[config.mk]
export PLATFORM = sky130hd
export DESIGN_NAME = su_result_writer
export DESIGN_NICKNAME = d
export VERILOG_FILES = /design/src/source/su_pkg.sv /design/src/source/su_result_writer.sv
export SDC_FILE = /design/constraint.sdc
export NUM_CORES = 1
export LEC_CHECK = 0
export BUFFER_PORTS_ARGS = -buffer_cell sky130_fd_sc_hd__clkbuf_2
export CORE_AREA = 2 2 408 410
export DETAILED_ROUTE_END_ITERATION = 12
export DIE_AREA = 0 0 410 412
export SYNTH_ARGS = -nofsm -noshare
export SYNTH_HDL_FRONTEND = slang
export SYNTH_SLANG_ARGS = --single-unit
export TNS_END_PERCENT = 30
[constraint.sdc]
create_clock -name clk -period 1.8 [get_ports clk]
set_input_delay 0.36 -clock clk [delete_from_list [all_inputs] [get_ports clk]]
set_output_delay 0.36 -clock clk [all_outputs]
set_load 0.1 [all_outputs]
[src/source/su_pkg.sv]
package su_pkg;

    // pe array geometry
    localparam int PE_ROWS  = 16;
    localparam int PE_COLS  = 16;
    localparam int PE_COUNT = PE_ROWS * PE_COLS;

    // data widths
    localparam int PSUM_W    = 16;
    localparam int GBF_W     = 512;
    localparam int GBF_LANES = GBF_W / PSUM_W;  // 32 lanes per buffer word

    // address and counter widths
    localparam int RF_ADDR_W  = 2;   // four psum rf addresses
    localparam int GBF_ADDR_W = 5;
    localparam int GBF_DEPTH  = 32;  // words per psum buffer
    localparam int BEAT_W     = 2;   // up to four beats per rf address

    typedef logic [PSUM_W-1:0] psum_t;
    typedef logic [GBF_W-1:0]  gbf_word_t;

    // reduction size, picked from irrel_num at the start of a run
    typedef enum logic [1:0] {
        GROUP_2 = 2'd0,
        GROUP_4 = 2'd1,
        GROUP_8 = 2'd2
    } group_mode_t;

endpackage

[src/source/su_result_writer.sv]
`timescale 1ns/1ps

module su_result_writer (
    input  logic                          clk,
    input  logic                          reset,
    input  su_pkg::gbf_word_t             lane_data,
    input  logic                          sum_valid,
    input  logic                          sum_last,
    output su_pkg::gbf_word_t             out_data,
    output logic                          psum_gbf_w_en_out,
    output logic [su_pkg::GBF_ADDR_W-1:0] psum_gbf_w_addr,
    output logic                          psum_gbf_w_num,
    output logic                          su_add_finish
);

    import su_pkg::*;

    logic addr_wrap;

    // pointer sits on the last word of the current buffer
    assign addr_wrap = (psum_gbf_w_addr == GBF_ADDR_W'(GBF_DEPTH-1));

    // buffer word, follows the tree output by one cycle
    always_ff @(posedge clk) begin
        if (sum_valid) begin
            out_data <= lane_data;
        end
    end

    // write strobe and finish pulse
    always_ff @(posedge clk) begin
        if (reset) begin
            psum_gbf_w_en_out <= 1'b0;
            su_add_finish     <= 1'b0;
        end else begin
            psum_gbf_w_en_out <= sum_valid;
            su_add_finish     <= sum_valid && sum_last;  // lands on the last write
        end
    end

    // write pointer steps once a write has gone out
    // the buffer select survives between runs, so a new run continues
    // where the previous one stopped
    always_ff @(posedge clk) begin
        if (reset) begin
            psum_gbf_w_addr <= '0;
            psum_gbf_w_num  <= 1'b0;
        end else if (psum_gbf_w_en_out) begin
            if (addr_wrap) begin
                psum_gbf_w_addr <= '0;
                psum_gbf_w_num  <= ~psum_gbf_w_num;  // switch buffer 0 <-> 1
            end else begin
                psum_gbf_w_addr <= psum_gbf_w_addr + 1'b1;
            end
        end
    end

endmodule

==> Word level (Yosys, flattened, before mapping) <==
Cells that the tools add are included.
{ "op_classes": {"n_bitwise": 1, "addsub": 1, "n_eq_ne": 1, "reduce_logical": 2, "mux": 1} }
{ "ops": {"columns": ["cell", "n"], "rows": [
  ["$add 5x1->5 const B", 1],
  ["$eq 5x5->1 const B", 1],
  ["$mux 5", 1],
  ["$reduce_and 2->1", 1],
  ["$logic_and 1x1->1", 1],
  ["$not 1->1", 1]
]} }
{ "word_totals": {"word_cells": 11, "regBits": 520, "out_inout_bits": 520, "inputBits": 516} }

==> Logic depth before layout (Yosys ltp) <==
{ "logic_depth": {"word_depth": 2, "mapped_depth": 6, "mapped_depth_nobuf": 6} }

==> Worst setup path before layout <==
Ideal clock, no wire load.
{ "synth_timing": {"path_kind": "register to register", "from": "reg psum_gbf_w_addr[0] in the netlist's numbering", "to": "reg psum_gbf_w_num", "period_less_slack_ns": 2.067, "n_path_buf": 0, "required_time_ns": 1.733, "setup_ns": 0.067, "path_slack_ns": -0.267, "path_stages_with_launch": 7, "arrival_ns": 2.000, "path_cell_list": "dfxtp_1 > ha_1 > and3_1 > ha_1 > nand2_1 > xor2_1 > nor2_1"} }
{ "synth_via": {"elab_chain_len": 2} }
{ "synth_lines": {"columns": ["element", "line", "rtl"], "rows": [
  ["start, declared", "su_result_writer.sv:11", "output logic [su_pkg::GBF_ADDR_W-1:0] psum_gbf_w_addr,"],
  ["start signal, assigned", "su_result_writer.sv:53", "psum_gbf_w_addr <= psum_gbf_w_addr + 1'b1;"],
  ["$eq 5x5->1", "su_result_writer.sv:21", "assign addr_wrap = (psum_gbf_w_addr == GBF_ADDR_W'(GBF_DEPTH-1));"],
  ["$reduce_and 2->1 (no source line)", null, null],
  ["end signal, assigned", "su_result_writer.sv:51", "psum_gbf_w_num <= ~psum_gbf_w_num;"],
  ["end, declared", "su_result_writer.sv:12", "output logic psum_gbf_w_num,"]
]} }
Every way passes these cells.
A chain may end at the register's enable or synchronous reset.

==> Worst setup path after layout <==
{ "layout_timing": {"from": "reg out_data[495]", "to": "out out_data[495]"} }
{ "layout_rtl": {"columns": ["element", "line", "rtl"], "rows": [
  ["start, declared", "su_result_writer.sv:9", "output su_pkg::gbf_word_t out_data,"],
  ["start signal, assigned", "su_result_writer.sv:26", "out_data <= lane_data;"]
]} }
No word-level cell between the ends.

==> summary.md <==
| Metric | Value |
|---|---|
| R2R setup slack | `270 ps` |
| YS warnings | `0` |
| Outcome | `complete, no violations` |
| First-pass GRT wire length | `151000 um` |
| Clk buf depth | `3` |
| Worst vdd ir | `0.000790 V` |
| R2r startpoint | `psum_gbf_w_addr[0]` |
| Clock latency on the worst-skew pair | `650 ps` |
| Post-synth EDFFs | `512` |
| Vias per cell | `3.02` |
| Drt wl/cell | `28.0 um` |
| ANT nets after route | `0` |
| Max-slew violations | `0` |
| Core area | `164000 um2` |
| Post-synth ARST share | `0%` |
| Reg clk slew, reported paths | `70 ps` |
| Row count | `149` |
| Post-synthesis instance total | `545` |
| Worst setup SP type | `register` |
| Vias in the first global route | `13300` |
| Syn Nets | `1063` |
| Dominant cell type by area after synthesis | `edfxtp_1` |
| Hold Path Stages | `2` |
| Fin area | `33500 um2` |
| Post-CTS setup buffers | `0` |
| CP peak stage delay | `480 ps` |
| Final #Nets | `2705` |
| Die Span X | `410 um` |
| DP Worst Slack | `330 ps` |
| Post-synth top cells | `edfxtp_1 (512), dfxtp_1 (8), nor2_1 (6)` |
| Hold Vio Cnt, Final | `0` |
| CP max-delay cell | `edfxtp_1` |
| Total placed instance area | `24400 um2` |
| Max Cap Viol | `0` |
| H-tree Lvls | `2` |
| Layout cell share with drive strength beyond 1 | `52.3%` |
| Leak pwr | `13.4 nW` |
| Cells on worst reg2reg path | `6` |
| Worst Tran Pin Value | `394 ps` |
| Final Critical Period | `1770 ps` |
| Initial antenna violation count | `174` |
| Critical path fanouts, max | `1` |
| Share of the synthesized area in the top cell type | `97.9%` |
| Power Density | `1150 nW/um2` |
| Post-Syn Area | `15700 um2` |
| Synth Flop Type | `edfxtp_1` |
| Netlist cell types | `17` |
| Fmax | `565 MHz` |
| CP Cell Sequence | `buf_8` |
| RSZ-0062 raised after global routing | `yes` |
| DP HPWL | `110000 um` |
| Die height | `412 um` |
| Worst path bufs/invs | `1` |
| Vias | `13600` |
| Top cells by area, synth | `edfxtp_1 (98%), dfxtp_1 (1.0%), mux2i_1 (0.19%)` |
| Largest net degree at the start of global routing | `53` |
| Placed insts | `3800` |
| Most numerous cell in the Yosys netlist | `edfxtp_1` |
| Post-synthesis average cell area | `28.8 um2` |
| Ports | `1036` |
| IO Port Bufs | `1035` |
| Total CTS buffers | `59` |
| Detailed Routing Iterations Pass 1 | `5` |
| Synth Register Bits | `520` |
| Hold Crit Class | `input port to register` |
| CP arrival | `1410 ps` |
| Initial Util | `9.57%` |
| GRT Total Usage | `14.1%` |
| Worst Setup End Kind | `output port` |
| Reg-to-Reg End | `psum_gbf_w_addr[2]` |
| Clk_skew | `3.67 ps` |
| Final core utilization | `20.4%` |
| Final setup fails | `0` |
| Post-synthesis sequential area ratio | `98.9%` |
| Final Cycle Share | `98.3%` |
| Clk root buf | `clkbuf_16` |
| P&R area growth vs syn | `113%` |
| Detailed Route Iter0 Violations | `1112` |
| CTS tree | `done` |
| Slew headroom | `73.9%` |
| Post-route DRC violation count | `0` |
| GRT Residual Overflow | `0` |
| Hold path start | `lane_data[369]` |
| CP Class | `register to output port` |
| CP Launch Point | `out_data[495]` |
| CTS sink cnt | `520` |
| Worst EP required | `1440 ps` |
| GP Congestion | `0.849` |
| Final setup TNS | `0 ps` |
| Critical path's top delay family | `flip-flops` |
| Drt total wl | `126000 um` |
| Hold Path Sink | `out_data[369]` |
| Setup WS post-layout | `31.0 ps` |
| Die area | `169000 um2` |
| Final Instance Count excl. Fillers | `4505` |
how the worst max path moves through the flow:
stage,to,slack (ps),depth (start not counted)
after floorplan,psum_gbf_w_num,90,4
after global placement,psum_gbf_w_addr[2],210,6
after detailed placement,psum_gbf_w_addr[2],330,6
after CTS,out_data[477],-60,1
after global routing,out_data[477],-30,1
final,out_data[495],30,1
logic make-up (layout without fill, tap and decap cells):
kind of cell,Yosys count,after routing,synth area share [%]
AO/OA/AOI/OAI,3,3,0.0955
XOR/XNOR,1,1,0.0558
AND/OR/NAND/NOR,15,15,0.542
flip-flops,520,520,98.9
buffers and inverters,1,1692,0.0717
other,0,80,0
adder cells (fa/ha/maj),2,2,0.159
multiplexers,3,3,0.191
worst reg2reg max path: cells and delay by family, from the launching register on:
family	cells	cell delay [ps]
flops	1	360
fa+ha+maj	2	460
compound gates	1	80
simple gates	3	560
through the flow:
step           total power, mW  hold slack [ps]
3_5_place_dp              24.4              494
6_report                  38.5              387
5_1_grt                   39.5              328
2_1_floorplan             21.7              422
3_3_place_gp              24.4              521
4_1_cts                   38.9              293
layout make-up:
cell class / count / area (um2)
fill: 17500 / 131000
sequential: 520 / 15500
timing repair buffer: 1582 / 12800
tap: 2189 / 2740
clock buffer: 71 / 1640
clock inverter: 39 / 390
antenna: 80 / 200
multi-input combinational: 24 / 164
state kept, by name, summed over array words and instances (netlist names):
register           count
su_add_finish          1
psum_gbf_w_addr        5
psum_gbf_w_num         1
psum_gbf_w_en_out      1
out_data             512
where the power goes:
part | leakage [nW] | switching, mW | internal [mW]
combinational | 7.30 | 8.71 | 2.50
sequential | 5.08 | 0.392 | 14.4
clock | 0.995 | 5.37 | 7.13
total | 13.4 | 14.5 | 24.0
routing by layer:
| layer | global-route usage, % | vias up | part of all wire [%] |
|---|---|---|---|
| li1 | - | 5637 | - |
| met1 | 16.7 | 6646 | 38 |
| met2 | 21.5 | 868 | 44 |
| met3 | 7.22 | 304 | 12 |
| met4 | 6.01 | 146 | 5.0 |
| met5 | 0 | - | 0.71 |
cells in the final DEF, fill, tap and decap left out, drive strengths merged, types with 2 or more instances in the layout:
cell type	n
bufinv	4
edfxtp	512
clkbuf	942
ha	2
nand4	2
mux2i	3
buf	196
diode	80
nor2	6
clkinv	24
dfxtp	8
clkinvlp	2
a21oi	2
inv	9
dlygate4sd3	515
timing repair:
action | 4_1_cts | 5_1_grt
pin swaps | 0 | 0
hold buffers | 515 | 0
gates resized for setup | 527 | 13
cloned | 0 | 0
hold endpoints to repair | 531 | 0
endpoints found under the setup margin | 427 | 16
Note: power is estimated with default switching activity, not from simulation.
