[config.mk]
export PLATFORM = sky130hd
export DESIGN_NAME = su_beat_sequencer
export DESIGN_NICKNAME = d
export VERILOG_FILES = /design/src/source/su_pkg.sv /design/src/source/su_beat_sequencer.sv
export SDC_FILE = /design/constraint.sdc
export NUM_CORES = 1
export LEC_CHECK = 0
export BUFFER_PORTS_ARGS = -buffer_cell sky130_fd_sc_hd__buf_4
export CORE_AREA = 2 2 39 41
export DETAILED_ROUTE_END_ITERATION = 6
export DIE_AREA = 0 0 41 43
export SLEW_MARGIN = 20
export SYNTH_ARGS = -nofsm -noshare
export SYNTH_HDL_FRONTEND = slang
export SYNTH_SLANG_ARGS = --single-unit
[constraint.sdc]
create_clock -name clk -period 1.85 [get_ports clk]
set_clock_uncertainty 0.15 [all_clocks]
set_input_delay 0 -clock clk [delete_from_list [all_inputs] [get_ports clk]]
set_output_delay 0 -clock clk [all_outputs]
set_load 0.03 [all_outputs]
[src/source/su_pkg.sv]
package su_pkg;

    // pe array geometry
    localparam int PE_ROWS  = 16;
    localparam int PE_COLS  = 16;
    localparam int PE_COUNT = PE_ROWS * PE_COLS;

    // data widths
    localparam int PSUM_W    = 16;
    localparam int GBF_W     = 512;
    localparam int GBF_LANES = GBF_W / PSUM_W;  // 32 lanes per buffer word

    // address and counter widths
    localparam int RF_ADDR_W  = 2;   // four psum rf addresses
    localparam int GBF_ADDR_W = 5;
    localparam int GBF_DEPTH  = 32;  // words per psum buffer
    localparam int BEAT_W     = 2;   // up to four beats per rf address

    typedef logic [PSUM_W-1:0] psum_t;
    typedef logic [GBF_W-1:0]  gbf_word_t;

    // reduction size, picked from irrel_num at the start of a run
    typedef enum logic [1:0] {
        GROUP_2 = 2'd0,
        GROUP_4 = 2'd1,
        GROUP_8 = 2'd2
    } group_mode_t;

endpackage

[src/source/su_beat_sequencer.sv]
`timescale 1ns/1ps

module su_beat_sequencer (
    input  logic                       clk,
    input  logic                       reset,
    input  logic                       pe_psum_finish,
    input  logic [4:0]                 irrel_num,
    output logic                       busy,
    output logic [su_pkg::RF_ADDR_W-1:0] psum_rf_addr,
    output su_pkg::group_mode_t        group_mode,
    output logic                       issue_valid,
    output logic [su_pkg::BEAT_W-1:0]  issue_beat,
    output logic                       issue_last
);

    import su_pkg::*;

    logic              start_ok;     // irrel_num is a supported size
    group_mode_t       start_mode;
    logic              start;
    logic [BEAT_W-1:0] beat_cnt;
    logic [BEAT_W-1:0] beat_max;     // beats per rf address, minus one
    logic              beat_wrap;
    logic              addr_last;

    // decode of the reduction size
    always_comb begin
        start_ok   = 1'b1;
        start_mode = GROUP_2;
        case (irrel_num)
            5'd2: start_mode = GROUP_2;
            5'd4: start_mode = GROUP_4;
            5'd8: start_mode = GROUP_8;
            default: begin
                start_ok   = 1'b0;   // odd sizes are not handled here
                start_mode = GROUP_2;
            end
        endcase
    end

    // 128 pair sums take 4 words, 64 quads take 2, 32 octets take 1
    always_comb begin
        case (group_mode)
            GROUP_2: beat_max = BEAT_W'(3);
            GROUP_4: beat_max = BEAT_W'(1);
            GROUP_8: beat_max = BEAT_W'(0);
            default: beat_max = BEAT_W'(0);
        endcase
    end

    assign start     = pe_psum_finish && !busy && start_ok;  // pulses while busy are dropped
    assign beat_wrap = (beat_cnt == beat_max);
    assign addr_last = &psum_rf_addr;

    always_ff @(posedge clk) begin
        if (reset) begin
            busy         <= 1'b0;
            psum_rf_addr <= '0;
            beat_cnt     <= '0;
            group_mode   <= GROUP_2;
        end else if (start) begin
            busy         <= 1'b1;
            psum_rf_addr <= '0;
            beat_cnt     <= '0;
            group_mode   <= start_mode;   // held for the whole run
        end else if (busy) begin
            if (beat_wrap) begin
                beat_cnt     <= '0;
                psum_rf_addr <= psum_rf_addr + 1'b1;  // 3 rolls back to 0
                if (addr_last) begin
                    busy <= 1'b0;
                end
            end else begin
                beat_cnt <= beat_cnt + 1'b1;
            end
        end
    end

    // one beat goes out on every busy cycle
    assign issue_valid = busy;
    assign issue_beat  = beat_cnt;
    assign issue_last  = busy && beat_wrap && addr_last;

endmodule

# --- Yosys cells after proc, flatten, opt, wreduce, memory -nomap -nowiden ---
# Index checks and enable logic that the tools add are counted.
classes:
  n_addsub: 2
  n_eq_ne: 5
  n_mux: 8
  reduce_logical: 10
ops:
  columns: ["op", "count"]
  rows:
  - ["case mux 2 bit (2 select lines)", 2]
  - ["equality test 5 x 2 -> 1 bit (second input constant)", 1]
  - ["equality test 5 x 3 -> 1 bit (second input constant)", 1]
  - ["equality test 5 x 4 -> 1 bit (second input constant)", 1]
  - ["two-way mux 1 bit", 5]
  - ["adder 2 x 1 -> 2 bit (second input constant)", 2]
  - ["logical AND 1 bit", 4]
  - ["AND reduction 2 bit", 2]
  - ["OR reduction 3 bit", 1]
  - ["equality test 2 x 1 -> 1 bit (second input constant)", 1]
  - ["equality test 2 bit", 1]
  - ["zero test 2 bit", 1]
  - ["two-way mux 2 bit", 1]
  - ["OR reduction 2 bit", 1]
  - ["zero test 1 bit", 1]
totals:
  ff_bits: 7
  input_bits: 8
  wordCells: 29

# --- Longest topological paths before layout ---
# Gate-level depths: netlist (run 1).
depth:
  word_depth: 6
  depth_mapped: 4

# --- Least setup slack after synthesis (run 1) ---
# No wires, ideal clock.
synth_path:
  path_type: "reg-to-reg"
  start: "reg psum_rf_addr[0] (netlist bit)"
  end: "reg psum_rf_addr[1] (netlist bit)"
  setup_time_ns: 0.079
  t_arrival_ns: 1.470
  required_time_ns: 1.621
  setup_slack_ns: 0.151
  path_stages_with_launch: 5
  path_cell_list: "dfxtp_1 -> ha_1 -> or2b_2 -> o32a_1 -> a211oi_2"
synth_between:
  elab_chain_cells: 1
synth_lines:
  columns: ["item", "line_no", "text"]
  rows:
  - ["from (decl)", "su_beat_sequencer.sv:9", "output logic [su_pkg::RF_ADDR_W-1:0] psum_rf_addr,"]
  - ["from (signal assigned)", "su_beat_sequencer.sv:69", "psum_rf_addr <= psum_rf_addr + 1'b1;"]
  - ["adder 2 x 1 -> 2 bit", "su_beat_sequencer.sv:69", null]
# Every way passes these cells.
# A chain may end at the register's enable or synchronous reset.

# --- Worst setup path after layout (run 1) ---
layout_path:
  start: "reg psum_rf_addr[0] (netlist bit)"
  end: "out issue_last"
layout_between:
  elab_chain_cells: 2
layout_lines:
  columns: ["item", "line_no", "text"]
  rows:
  - ["AND reduction 2 bit", "su_beat_sequencer.sv:53", "assign addr_last = &psum_rf_addr;"]
  - ["logical AND 1 bit", "su_beat_sequencer.sv:82", "assign issue_last = busy && beat_wrap && addr_last;"]
  - ["to (decl)", "su_beat_sequencer.sv:13", "output logic issue_last"]
# Every way passes these cells.

==> results of run 1 <==
[power breakdown]
| part | switching [W] | internal [W] | leakage, nW | total, W |
|---|---|---|---|---|
| Clock | 0.0000590 | 0.0000825 | 0.0150 | 0.000141 |
| Combinational | 0.0000283 | 0.0000334 | 0.198 | 0.0000616 |
| Sequential | 0.00000636 | 0.000153 | 0.0565 | 0.000160 |
[sequential cells by signal (all words and copies together) (netlist names)]
signal / count
group_mode: 2
issue_beat: 2
psum_rf_addr: 2
busy: 1
[Yosys cell counts]
library cell  instances  area, µm²
a211oi_1              1      7.510
buf_6                 1      11.26
o32ai_1               1      8.760
dfxtp_1               7      140.1
nor4b_2               1      15.01
ha_1                  1      12.51
a211oi_2              1      12.51
xor2_1                2      17.52
a21oi_1               2      10.01
nor3_1                4      20.02
or4b_4                1      13.76
a21o_1                2      15.01
xnor2_1               2      17.52
o32a_1                1      10.01
o21ai_0               4      20.02
nand4bb_1             2      22.52
and2_1                1      6.260
nand3b_1              2      15.01
o211ai_1              2      15.01
a2bb2oi_1             1      8.760
nor4_1                2      12.51
nand2_1               3      11.26
nor2_1                2      7.510
buf_2                 1      5.000
o211a_1               1      10.01
buf_4                 1      7.510
nor4b_1               1      8.760
o2bb2ai_1             1      8.760
or2b_2                1      8.760
inv_1                 2      7.510
[metal layers]
layer	track usage	wire length [µm]
met1	0.2201	567
met2	0.2250	578
met3	0.07853	66
met4	0.06000	15
met5	0	0
[logic make-up after synthesis]
group	Yosys count	share of synthesized area
simple gates	20	0.2905
buf+inv	5	0.06427
xor+xnor	4	0.07199
flops	7	0.2879
fa+ha+maj	1	0.02570
compound gates	17	0.2596
[timing repair]
item,CTS,global route
hold endpoints to repair,7,0
resized for setup,0,1
hold buffers,6,0
endpoints found under the setup margin,0,1
[worst paths after layout]
path | slack [ns] | from | endpoint
max | 0.18 | psum_rf_addr[0] | issue_last
min | 0.11 | pe_psum_finish | group_mode[1]
min reg2reg | 0.40 | psum_rf_addr[1] | psum_rf_addr[1]
max reg2reg | 0.24 | psum_rf_addr[0] | psum_rf_addr[1]
[per-stage QoR]
step | cell area [µm²] | setup slack (ns) | hold slack [ns] | std cells | util
floorplan | 486.7 | 0.1506 | -0.07701 | 54 | -
global placement | 603.1 | 0.2705 | 0.06724 | 83 | 0.4358
detailed placement | 603.1 | 0.2482 | 0.06539 | 83 | 0.4358
CTS | 689.4 | 0.08286 | 0.1153 | 93 | 0.4982
global route | 696.9 | 0.07035 | 0.1458 | 93 | 0.5036
finish | 696.9 | 0.1794 | 0.1122 | 93 | 0.5036
[final cells by class]
type | count | area (µm²) | share of cell area
clock buffers | 4 | 26.28 | 0.03770
inverters | 2 | 7.507 | 0.01077
multi-input cells | 42 | 322.8 | 0.4632
flip-flops and latches | 7 | 140.1 | 0.2011
well taps | 16 | 20.02 | 0.02873
repair buffers | 22 | 180.2 | 0.2585
[worst min-delay path: stages]
cell and delay (ns):
buf_4 0.11, nor4b_2 0.17, a21oi_1 0.14, nor3_1 0.06
==> impl_results.md, run 1 <==
- FP Rows: 14
- Largest net degree at the start of global routing: 13
- Synth cell types: 30
- Postcts setup bufs: 0
- Vias/cell: approximately 5.4
- Logic depth of the worst path, buffers included: 5
- Slew Limit Fails: 0
- # clock sinks: 7
- Share of layout cells above drive strength 1: 0.3117
- Mean Syn Cell Area: about 9.0 µm²
- WL per Instance: about 13 µm
- Routed wire length: approximately 1.2 mm
- Pleak: approximately 0.27 nW
- Cells along the critical path: ha_1, nand2_1, o32ai_1, and2_1, buf_4
- Final setup viols: 0
- CTS buffer count: 3
- Period minus WS final: around 1.7 ns
- Most frequent cells in the layout: buf_4, dfxtp_1, dlygate4sd3_1
- IO Port Bufs: 16
- CP Max Fanout: 5
- Antenna diodes: 0
- VDD IR max: between 0.3 and 0.4 mV
- Worst Path Arrival: 1.52 ns
- Placer Congestion: 0.8002
- Die Wd: 41 µm
- WP data required: roughly 1.7 ns
- Starting DRT DRC Count: 16
- Global-route wire length before repair: slightly below 2 mm
- Seq/Total Area, Yosys: 0.2879
- Syn Inst Count: 54
- Crit path capture type: output pin
- Global Route Usage Sum: 0.1650
- Hold depth: 4
- H-Tree Level Count: 1
- Syn Nets: 63
- Mapped Area: roughly 500 µm²
- Post-DRT Antenna Nets: 0
- CP Launch Type: flip-flop
- Initial antenna violation count: 0
- Crit path max-delay family: flip-flops
- Max Clk Rate: approximately 600 MHz
- Placeable Area: 0.001384 mm²
- TritonCTS clock tree: yes
- Crit path kind: flip-flop to output pin
- Final hold viol count: 0
- PwrDens: ~520 mW/mm²
- RSZ-0062 raised after global routing: no
- Most common cell after layout, fill and taps aside: buf_4
- Hpwl dp: around 800 µm
- Number of global-route vias before repair: roughly 450
- Total grt overflow: 0
- First-pass DRT Iterations: 4
- Clk slew on worst S/H paths: around 0.050 ns
- Status: completed
- Clock Latency Late Sink: 0.26 ns
- Seq cells post-synth: 7
- Setup TNS: 0 ns
- R2R depth: 4
- Height of the die: about 43 µm
- Worst path max stage delay: ~0.39 ns
- Max-cap violation count: 0
- Worst slew pin tran: about 0.42 ns
- DRC violations left: 0
- I/O pins: 17
- Final layout net count: between 80 and 90
- Via Count: around 500
- CTS Buffer Depth: 2
- Area growth from synthesis to layout: 43.19%
- Fillers: between 100 and 150
- Final Total Pwr: about 0.00036 W
- Slew headroom: 0.7204
- Critical-path top delay cell: dfxtp_1
- Period utilization: 0.9030
- Die area: roughly 0.0018 mm²
- CTS Root Cell: clkbuf_4
- Synth warn: 0
- Initial Util: 0.3517
- Bufs and invs on worst path: 1
- Min-Delay Path Class: primary input to flip-flop
Power figures use the tool's default switching activity.
==> run 2: changes to the inputs <==
--- a/config.mk
+++ b/config.mk
@@ -9,6 +9,8 @@
 export CORE_AREA = 2 2 39 41
 export DETAILED_ROUTE_END_ITERATION = 6
 export DIE_AREA = 0 0 41 43
+export MAX_ROUTING_LAYER = met4
+export SETUP_SLACK_MARGIN = 0.5
 export SLEW_MARGIN = 20
 export SYNTH_ARGS = -nofsm -noshare
 export SYNTH_HDL_FRONTEND = slang
==> run 2 against run 1 <==
Compared with the run above:
- the flow now finishes with violations (hold timing)
- cell area grew 15%
- sequential share of layout area is essentially flat
- total power decreased by 0.59%
- sequential cell count unchanged
- register-to-register slack gained 0.07 ns
- worst hold slack worse by 0.14 ns
- final cell count grew 3.2%
- routed wire length rose by 4.9%
- clock power down 4%
- via count grew 4.4%
- die area unchanged
- critical path type is now flip-flop to flip-flop
- highest routed layer unchanged
==> impl_results.md, run 2 (synthesis results as in run 1) <==
- Status: finished with violations
- Failing checks: hold timing
- VDD IR max: 0.3779 mV (+18%)
- Die area: 0.001763 mm² (unchanged)
- Hpwl dp: 821.6 µm (+2.8%)
- Largest net degree at the start of global routing: 13 (unchanged)
- Final hold viol count: 2 (+2)
- Max Clk Rate: 648.0 MHz (+8.2%)
- Total grt overflow: 0 (unchanged)
- CTS buffer count: 3 (unchanged)
- Worst Path Arrival: 1.56 ns (+0.04 ns)
- I/O pins: 17 (unchanged)
- WL per Instance: 13.42 µm (+1.6%)
- Clock Latency Late Sink: 0.25 ns (about the same)
- Setup TNS: 0 ns (unchanged)
- First-pass DRT Iterations: 4 (unchanged)
- Placeable Area: 0.001384 mm² (unchanged)
- PwrDens: 448.3 mW/mm² (-14%)
- Routed wire length: 1.288 mm (+4.9%)
- H-Tree Level Count: 1 (unchanged)
- Most common cell after layout, fill and taps aside: buf_4
- Number of global-route vias before repair: 449 (-0.88%)
- DR top layer: met4
- IO Port Bufs: 16 (unchanged)
- Initial antenna violation count: 0 (unchanged)
- Via Count: 526 (+4.4%)
- Post-DRT Antenna Nets: 0 (unchanged)
- CP Launch Type: flip-flop
- Height of the die: 43 µm (unchanged)
- Vias/cell: 5.479 (+1.1%)
- Final layout net count: 90 (+3.4%)
- Crit path capture type: flip-flop
- Metal3 WL: 43 µm (-35%)
- Clk slew on worst S/H paths: 0.05 ns (about the same)
- Initial Util: 0.3517 (unchanged)
- Period minus WS final: 1.543 ns (-0.1273 ns)
- Area growth from synthesis to layout: 65.30%
- Global Route Usage Sum: 0.1691 (+0.004082)
- Crit path kind: flip-flop to flip-flop
- Placer Congestion: 0.7370 (-7.9%)
- Antenna diodes: 0 (unchanged)
- Slew Limit Fails: 0 (unchanged)
- CTS Buffer Depth: 2 (unchanged)
- Fillers: 115 (-14%)
- Slew headroom: 0.8114 (+0.09100)
- Hold Slack: -0.02572 ns (-0.1380 ns)
- Period utilization: 0.8342 (-0.06880)
- Die Wd: 41 µm (unchanged)
- M1 WL: 610 µm (+7.6%)
- Min-Delay Path Class: primary input to flip-flop
- # clock sinks: 7 (unchanged)
- DRC violations left: 0 (unchanged)
- Hold_buf cts: 4 (-2)
- CP Max Fanout: 2 (-3)
- Share of layout cells above drive strength 1: 0.5500 (+0.2383)
- Worst slew pin tran: 0.2818 ns (-0.1371 ns)
- Most frequent cells in the layout: buf_4, dfxtp_4, dlygate4sd3_1
- RSZ-0062 raised after global routing: yes
- Max-cap violation count: 0 (unchanged)
- Starting DRT DRC Count: 7 (-9)
- Global-route wire length before repair: 1.966 mm (+0.36%)
- Pleak: 0.2998 nW (+11%)
- TritonCTS clock tree: yes
- Met2 wire length: 626 µm (+8.3%)
- Final setup viols: 0 (unchanged)
- FP Rows: 14 (unchanged)
- CTS Root Cell: clkbuf_4
- WP data required: 1.87 ns (+0.17 ns)
## run 2: cell types whose count changed in the layout (fill, tap and decap cells not counted), sizes merged
cell	delta
dlygate4sd3	-2
buf	+5
## run 2: timing repair
item                                    in CTS  in global routing
hold endpoints to repair                     7                  1
gates resized for setup                      3                  8
buffers inserted                             2                  2
endpoints found under the setup margin       2                  8
pin swaps                                    0                  3
## run 2: worst paths after layout
path,slack [ns],cells after the start,endpoint,from
max,0.31,4,psum_rf_addr[1],psum_rf_addr[1]
max reg2reg,0.31,4,psum_rf_addr[1],psum_rf_addr[1]
min reg2reg,0.38,2,group_mode[0],group_mode[0]
min,-0.03,4,group_mode[0],irrel_num[4]
## run 2: per-layer routing
metal / track usage / vias up
met5: - / -
met1: 0.2233 / 256
li1: - / 260
met4: 0.06000 / 0
met2: 0.2219 / 8
met3: 0.07853 / 2
## run 2: report_power, final
part / switching (W) / internal (W) / total, W
clock: 0.0000538 / 0.0000821 / 0.000136
sequential: 0.00000690 / 0.000148 / 0.000155
combinational: 0.0000333 / 0.0000367 / 0.0000700
## run 2: layout make-up
class | instances | area [µm²] | share of cell area
multi-input cells | 42 | 391.6 | 0.4868
repair buffers | 25 | 197.7 | 0.2457
flip-flops and latches | 7 | 161.4 | 0.2006
clock buffers | 4 | 26.28 | 0.03266
well taps | 16 | 20.02 | 0.02488
inverters | 2 | 7.507 | 0.009331
## run 2: worst max-delay path, stage by stage (launching register included)
cell	delay, ns
dfxtp_4	0.35
ha_4	0.26
or2b_4	0.25
o32a_1	0.30
a211oi_2	0.16
## run 2: per-stage QoR
| step | total power [W] | instances | worst slack, ns | util | instance area [µm²] |
|---|---|---|---|---|---|
| floorplan | 0.0001898 | 54 | 0.2608 | - | 534.3 |
| global placement | 0.0002140 | 84 | 0.2869 | 0.4756 | 658.1 |
| detailed placement | 0.0002146 | 84 | 0.2687 | 0.4756 | 658.1 |
| CTS | 0.0003605 | 94 | 0.3099 | 0.5425 | 750.7 |
| global route | 0.0003864 | 96 | 0.2438 | 0.5814 | 804.5 |
| finish | 0.0003607 | 96 | 0.3067 | 0.5814 | 804.5 |
==> run 3: changes to the inputs <==
--- a/config.mk
+++ b/config.mk
@@ -5,6 +5,7 @@
 export SDC_FILE = /design/constraint.sdc
 export NUM_CORES = 1
 export LEC_CHECK = 0
+export ABC_AREA = 1
 export BUFFER_PORTS_ARGS = -buffer_cell sky130_fd_sc_hd__buf_4
 export CORE_AREA = 2 2 39 41
 export DETAILED_ROUTE_END_ITERATION = 6
==> constraint.sdc (replaced) <==
create_clock -name clk -period 1.3 [get_ports clk]
set_clock_uncertainty 0.15 [all_clocks]
set_input_delay 0 -clock clk [delete_from_list [all_inputs] [get_ports clk]]
set_output_delay 0 -clock clk [all_outputs]
set_load 0.03 [all_outputs]
==> run 3 against run 2 <==
Compared with the run above:
- the flow finishes with violations (hold timing, setup timing)
- utilization down 2.4 points
- sequential power up 39%
- clock power up 48%
- via count down 13%
- highest routed layer unchanged
- register-to-register slack worse by 0.37 ns
- global-route usage down 2.8 points
- critical path depth up 2
- sequential share of layout area up 0.88 points
- synthesized cell count up 5.6%
- non-clock buffer count unchanged
==> impl_results.md, run 3 <==
- Area growth from synthesis to layout: 101.3%
- Pleak: 0.3524 nW (+18%)
- Syn Nets: 66 (+4.8%)
- Period utilization: 1.052
- CTS Buffer Depth: 2 (unchanged)
- Most common cell after layout, fill and taps aside: buf_6
- Placer Congestion: 0.7415 (+0.61%)
- Vias/cell: 4.560 (-17%)
- Synth warn: 0 (unchanged)
- Most frequent cells in the layout: buf_6, buf_4, nand3_1
- Gate power share: 0.181 (-0.013)
- Die Wd: 41 µm (unchanged)
- CP Launch Type: flip-flop
- Post-synth EDFFs: 0 (unchanged)
- Final core occ: 0.5570 (-0.02441)
- Period minus WS final: between 1 and 1.5 ns
- Area of placed instances: 548.0 µm² (-17%)
- VDD IR max: 0.3739 mV (-1.0%)
- Placeable Area: 0.001384 mm² (unchanged)
- Synth cell count leaders: nand2_1, nand3_1, nor2_1
- Sw Pwr: 0.0001327 W (+41%)
- Initial Util: 0.2767 (-0.07505)
- WP data required: 1.15 ns (-0.72 ns)
- FP Rows: 14 (unchanged)
- First-pass DRT Iterations: 4 (unchanged)
- Min-Delay Path Class: primary input to flip-flop
- RSZ-0062 raised after global routing: yes
- Hpwl dp: 644.2 µm (-22%)
- Worst slew pin tran: 0.2117 ns (-0.07005 ns)
- # clock sinks: 7 (unchanged)
- Fillers: 121 (+5.2%)
- Global Route Usage Sum: 0.1409 (-0.02813)
- Hold Slack: -0.02177 ns (+0.003956 ns)
- DRC violations left: 0 (unchanged)
- Max-cap violation count: 0 (unchanged)
- Seq cells post-synth: 7 (unchanged)
- Top_reg_cell synth: dfxtp_1
- Slew Limit Fails: 0 (unchanged)
- Worst Path Arrival: 1.22 ns (-0.34 ns)
- Height of the die: 43 µm (unchanged)
- Max Clk Rate: ~730 MHz
- I/O pins: 17 (unchanged)
- IO Port Bufs: 16 (unchanged)
- Crit path kind: flip-flop to output pin
- Clock network power share: 0.394 (+0.017)
- Yosys top cell area share: 0.3660 (+0.07810)
- Via Count: 456 (-13%)
- PwrDens: 659.8 mW/mm² (+47%)
- Final layout net count: 94 (+4.4%)
- Crit path capture type: output pin
- Sw Share: 0.2610 (+0.0004196)
- Post-DRT Antenna Nets: 0 (unchanged)
- Clock Latency Late Sink: 0.25 ns (about the same)
- Area leader, netlist: dfxtp_1
- TritonCTS clock tree: yes
- Sequential share of power: 0.424 (-0.005)
- Die area: 0.001763 mm² (unchanged)
- Post-synth ARST share: 0 (unchanged)
- Setup ws final: -0.06800 ns (-0.3747 ns)
- Most common cell in the synthesized netlist: nand2_1
- Number of global-route vias before repair: 399 (-11%)
- Total grt overflow: 0 (unchanged)
- Routed wire length: 1.049 mm (-19%)
- Mapped Area: 382.9 µm² (-21%)
- Final setup viols: 5 (+5)
- H-Tree Level Count: 1 (unchanged)
- Antenna diodes: 0 (unchanged)
- Final hold viol count: 2 (unchanged)
- Slew headroom: 0.8587 (+0.04734)
- CTS buffer count: 3 (unchanged)
- Status: finished with violations
- Final instance area: 770.7 µm² (-4.2%)
- Starting DRT DRC Count: 5 (-2)
- CP Max Fanout: 3 (+1)
- Synth cell types: 14 (-53%)
- Largest net degree at the start of global routing: 7 (-6)
- Share of layout cells above drive strength 1: 0.5833 (+0.03333)
- Initial antenna violation count: 0 (unchanged)
- Global-route wire length before repair: 1.580 mm (-20%)
- Syn Inst Count: 57 (+5.6%)
- WL per Instance: 10.49 µm (-22%)
- Seq/Total Area, Yosys: 0.3660 (+0.07810)
- CTS Root Cell: clkbuf_4
- Mean Syn Cell Area: 6.717 µm² (-25%)
- Failing checks: hold timing, setup timing
- Clk slew on worst S/H paths: 0.05 ns (about the same)
- Power Internal: 0.0003758 W (+41%)
- Final Total Pwr: 0.0005085 W (+41%)
- Largest cells by area after synthesis: dfxtp_1, nand3_1, nand2_1, nor2_1, inv_1
-- run 3: power groups by stage --
stage | clock [W] | combinational, W | sequential, W
3_3_place_gp | 0 | 0.0000616 | 0.000222
5_1_grt | 0.000215 | 0.000100 | 0.000216
6_report | 0.000201 | 0.0000921 | 0.000216
4_1_cts | 0.000205 | 0.0000887 | 0.000215
3_5_place_dp | 0 | 0.0000626 | 0.000223
2_1_floorplan | 0 | 0.0000332 | 0.000226
-- run 3: cell type report --
| class | count | area [µm²] | share of cell area |
|---|---|---|---|
| inverters | 7 | 26.28 | 0.03409 |
| repair buffers | 25 | 260.3 | 0.3377 |
| well taps | 16 | 20.02 | 0.02597 |
| multi-input cells | 41 | 276.5 | 0.3588 |
| clock buffers | 4 | 26.28 | 0.03409 |
| flip-flops and latches | 7 | 161.4 | 0.2094 |
-- run 3: kinds of logic (layout without fill, tap and decap cells) --
family	after synthesis	in the layout	synth area share
fa+ha+maj	1	1	0.03267
xor+xnor	3	3	0.06864
simple gates	33	33	0.3791
compound gates	4	4	0.05226
buf+inv	9	36	0.1013
flops	7	7	0.3660
-- run 3: metal layers --
layer  part of all wire  global-route usage
met5                  0                   -
met4              0.034              0.1000
met3              0.046             0.04712
met2               0.51              0.2031
met1               0.41              0.1543
-- run 3: what timing repair did --
| item | in CTS | in global routing |
|---|---|---|
| endpoints found under the setup margin | 16 | 16 |
| gates resized for setup | 21 | 6 |
| pin swaps | 5 | 2 |
| setup buffers | 7 | 1 |
| hold endpoints to repair | 7 | 0 |
| cloned | 0 | 0 |
| hold buffers | 1 | 0 |
-- run 3: path summary, 6_finish.rpt --
kind,from,to,slack [ns],cells after the start
setup / recovery,group_mode[0],issue_last,-0.07,6
hold reg to reg,psum_rf_addr[1],psum_rf_addr[1],0.34,2
setup reg to reg,issue_beat[0],psum_rf_addr[0],-0.06,7
hold / removal,irrel_num[3],group_mode[0],-0.02,5
-- run 3: worst max-delay path, cell delays in order (launching register included) --
cell,delay [ns]
dfxtp_4,0.35
o21ai_2,0.15
nand2_2,0.08
nor2_4,0.10
nand2_2,0.08
nor2_4,0.08
buf_6,0.13
-- run 3: per-stage QoR --
stage               worst slack (ns)  cells   TNS, ns
floorplan                    0.09544     57         0
global placement             0.08786     87         0
detailed placement           0.05592     87         0
CTS                         -0.03442     99  -0.05557
global route                 -0.1326    100   -0.5380
finish                      -0.06800    100   -0.2176
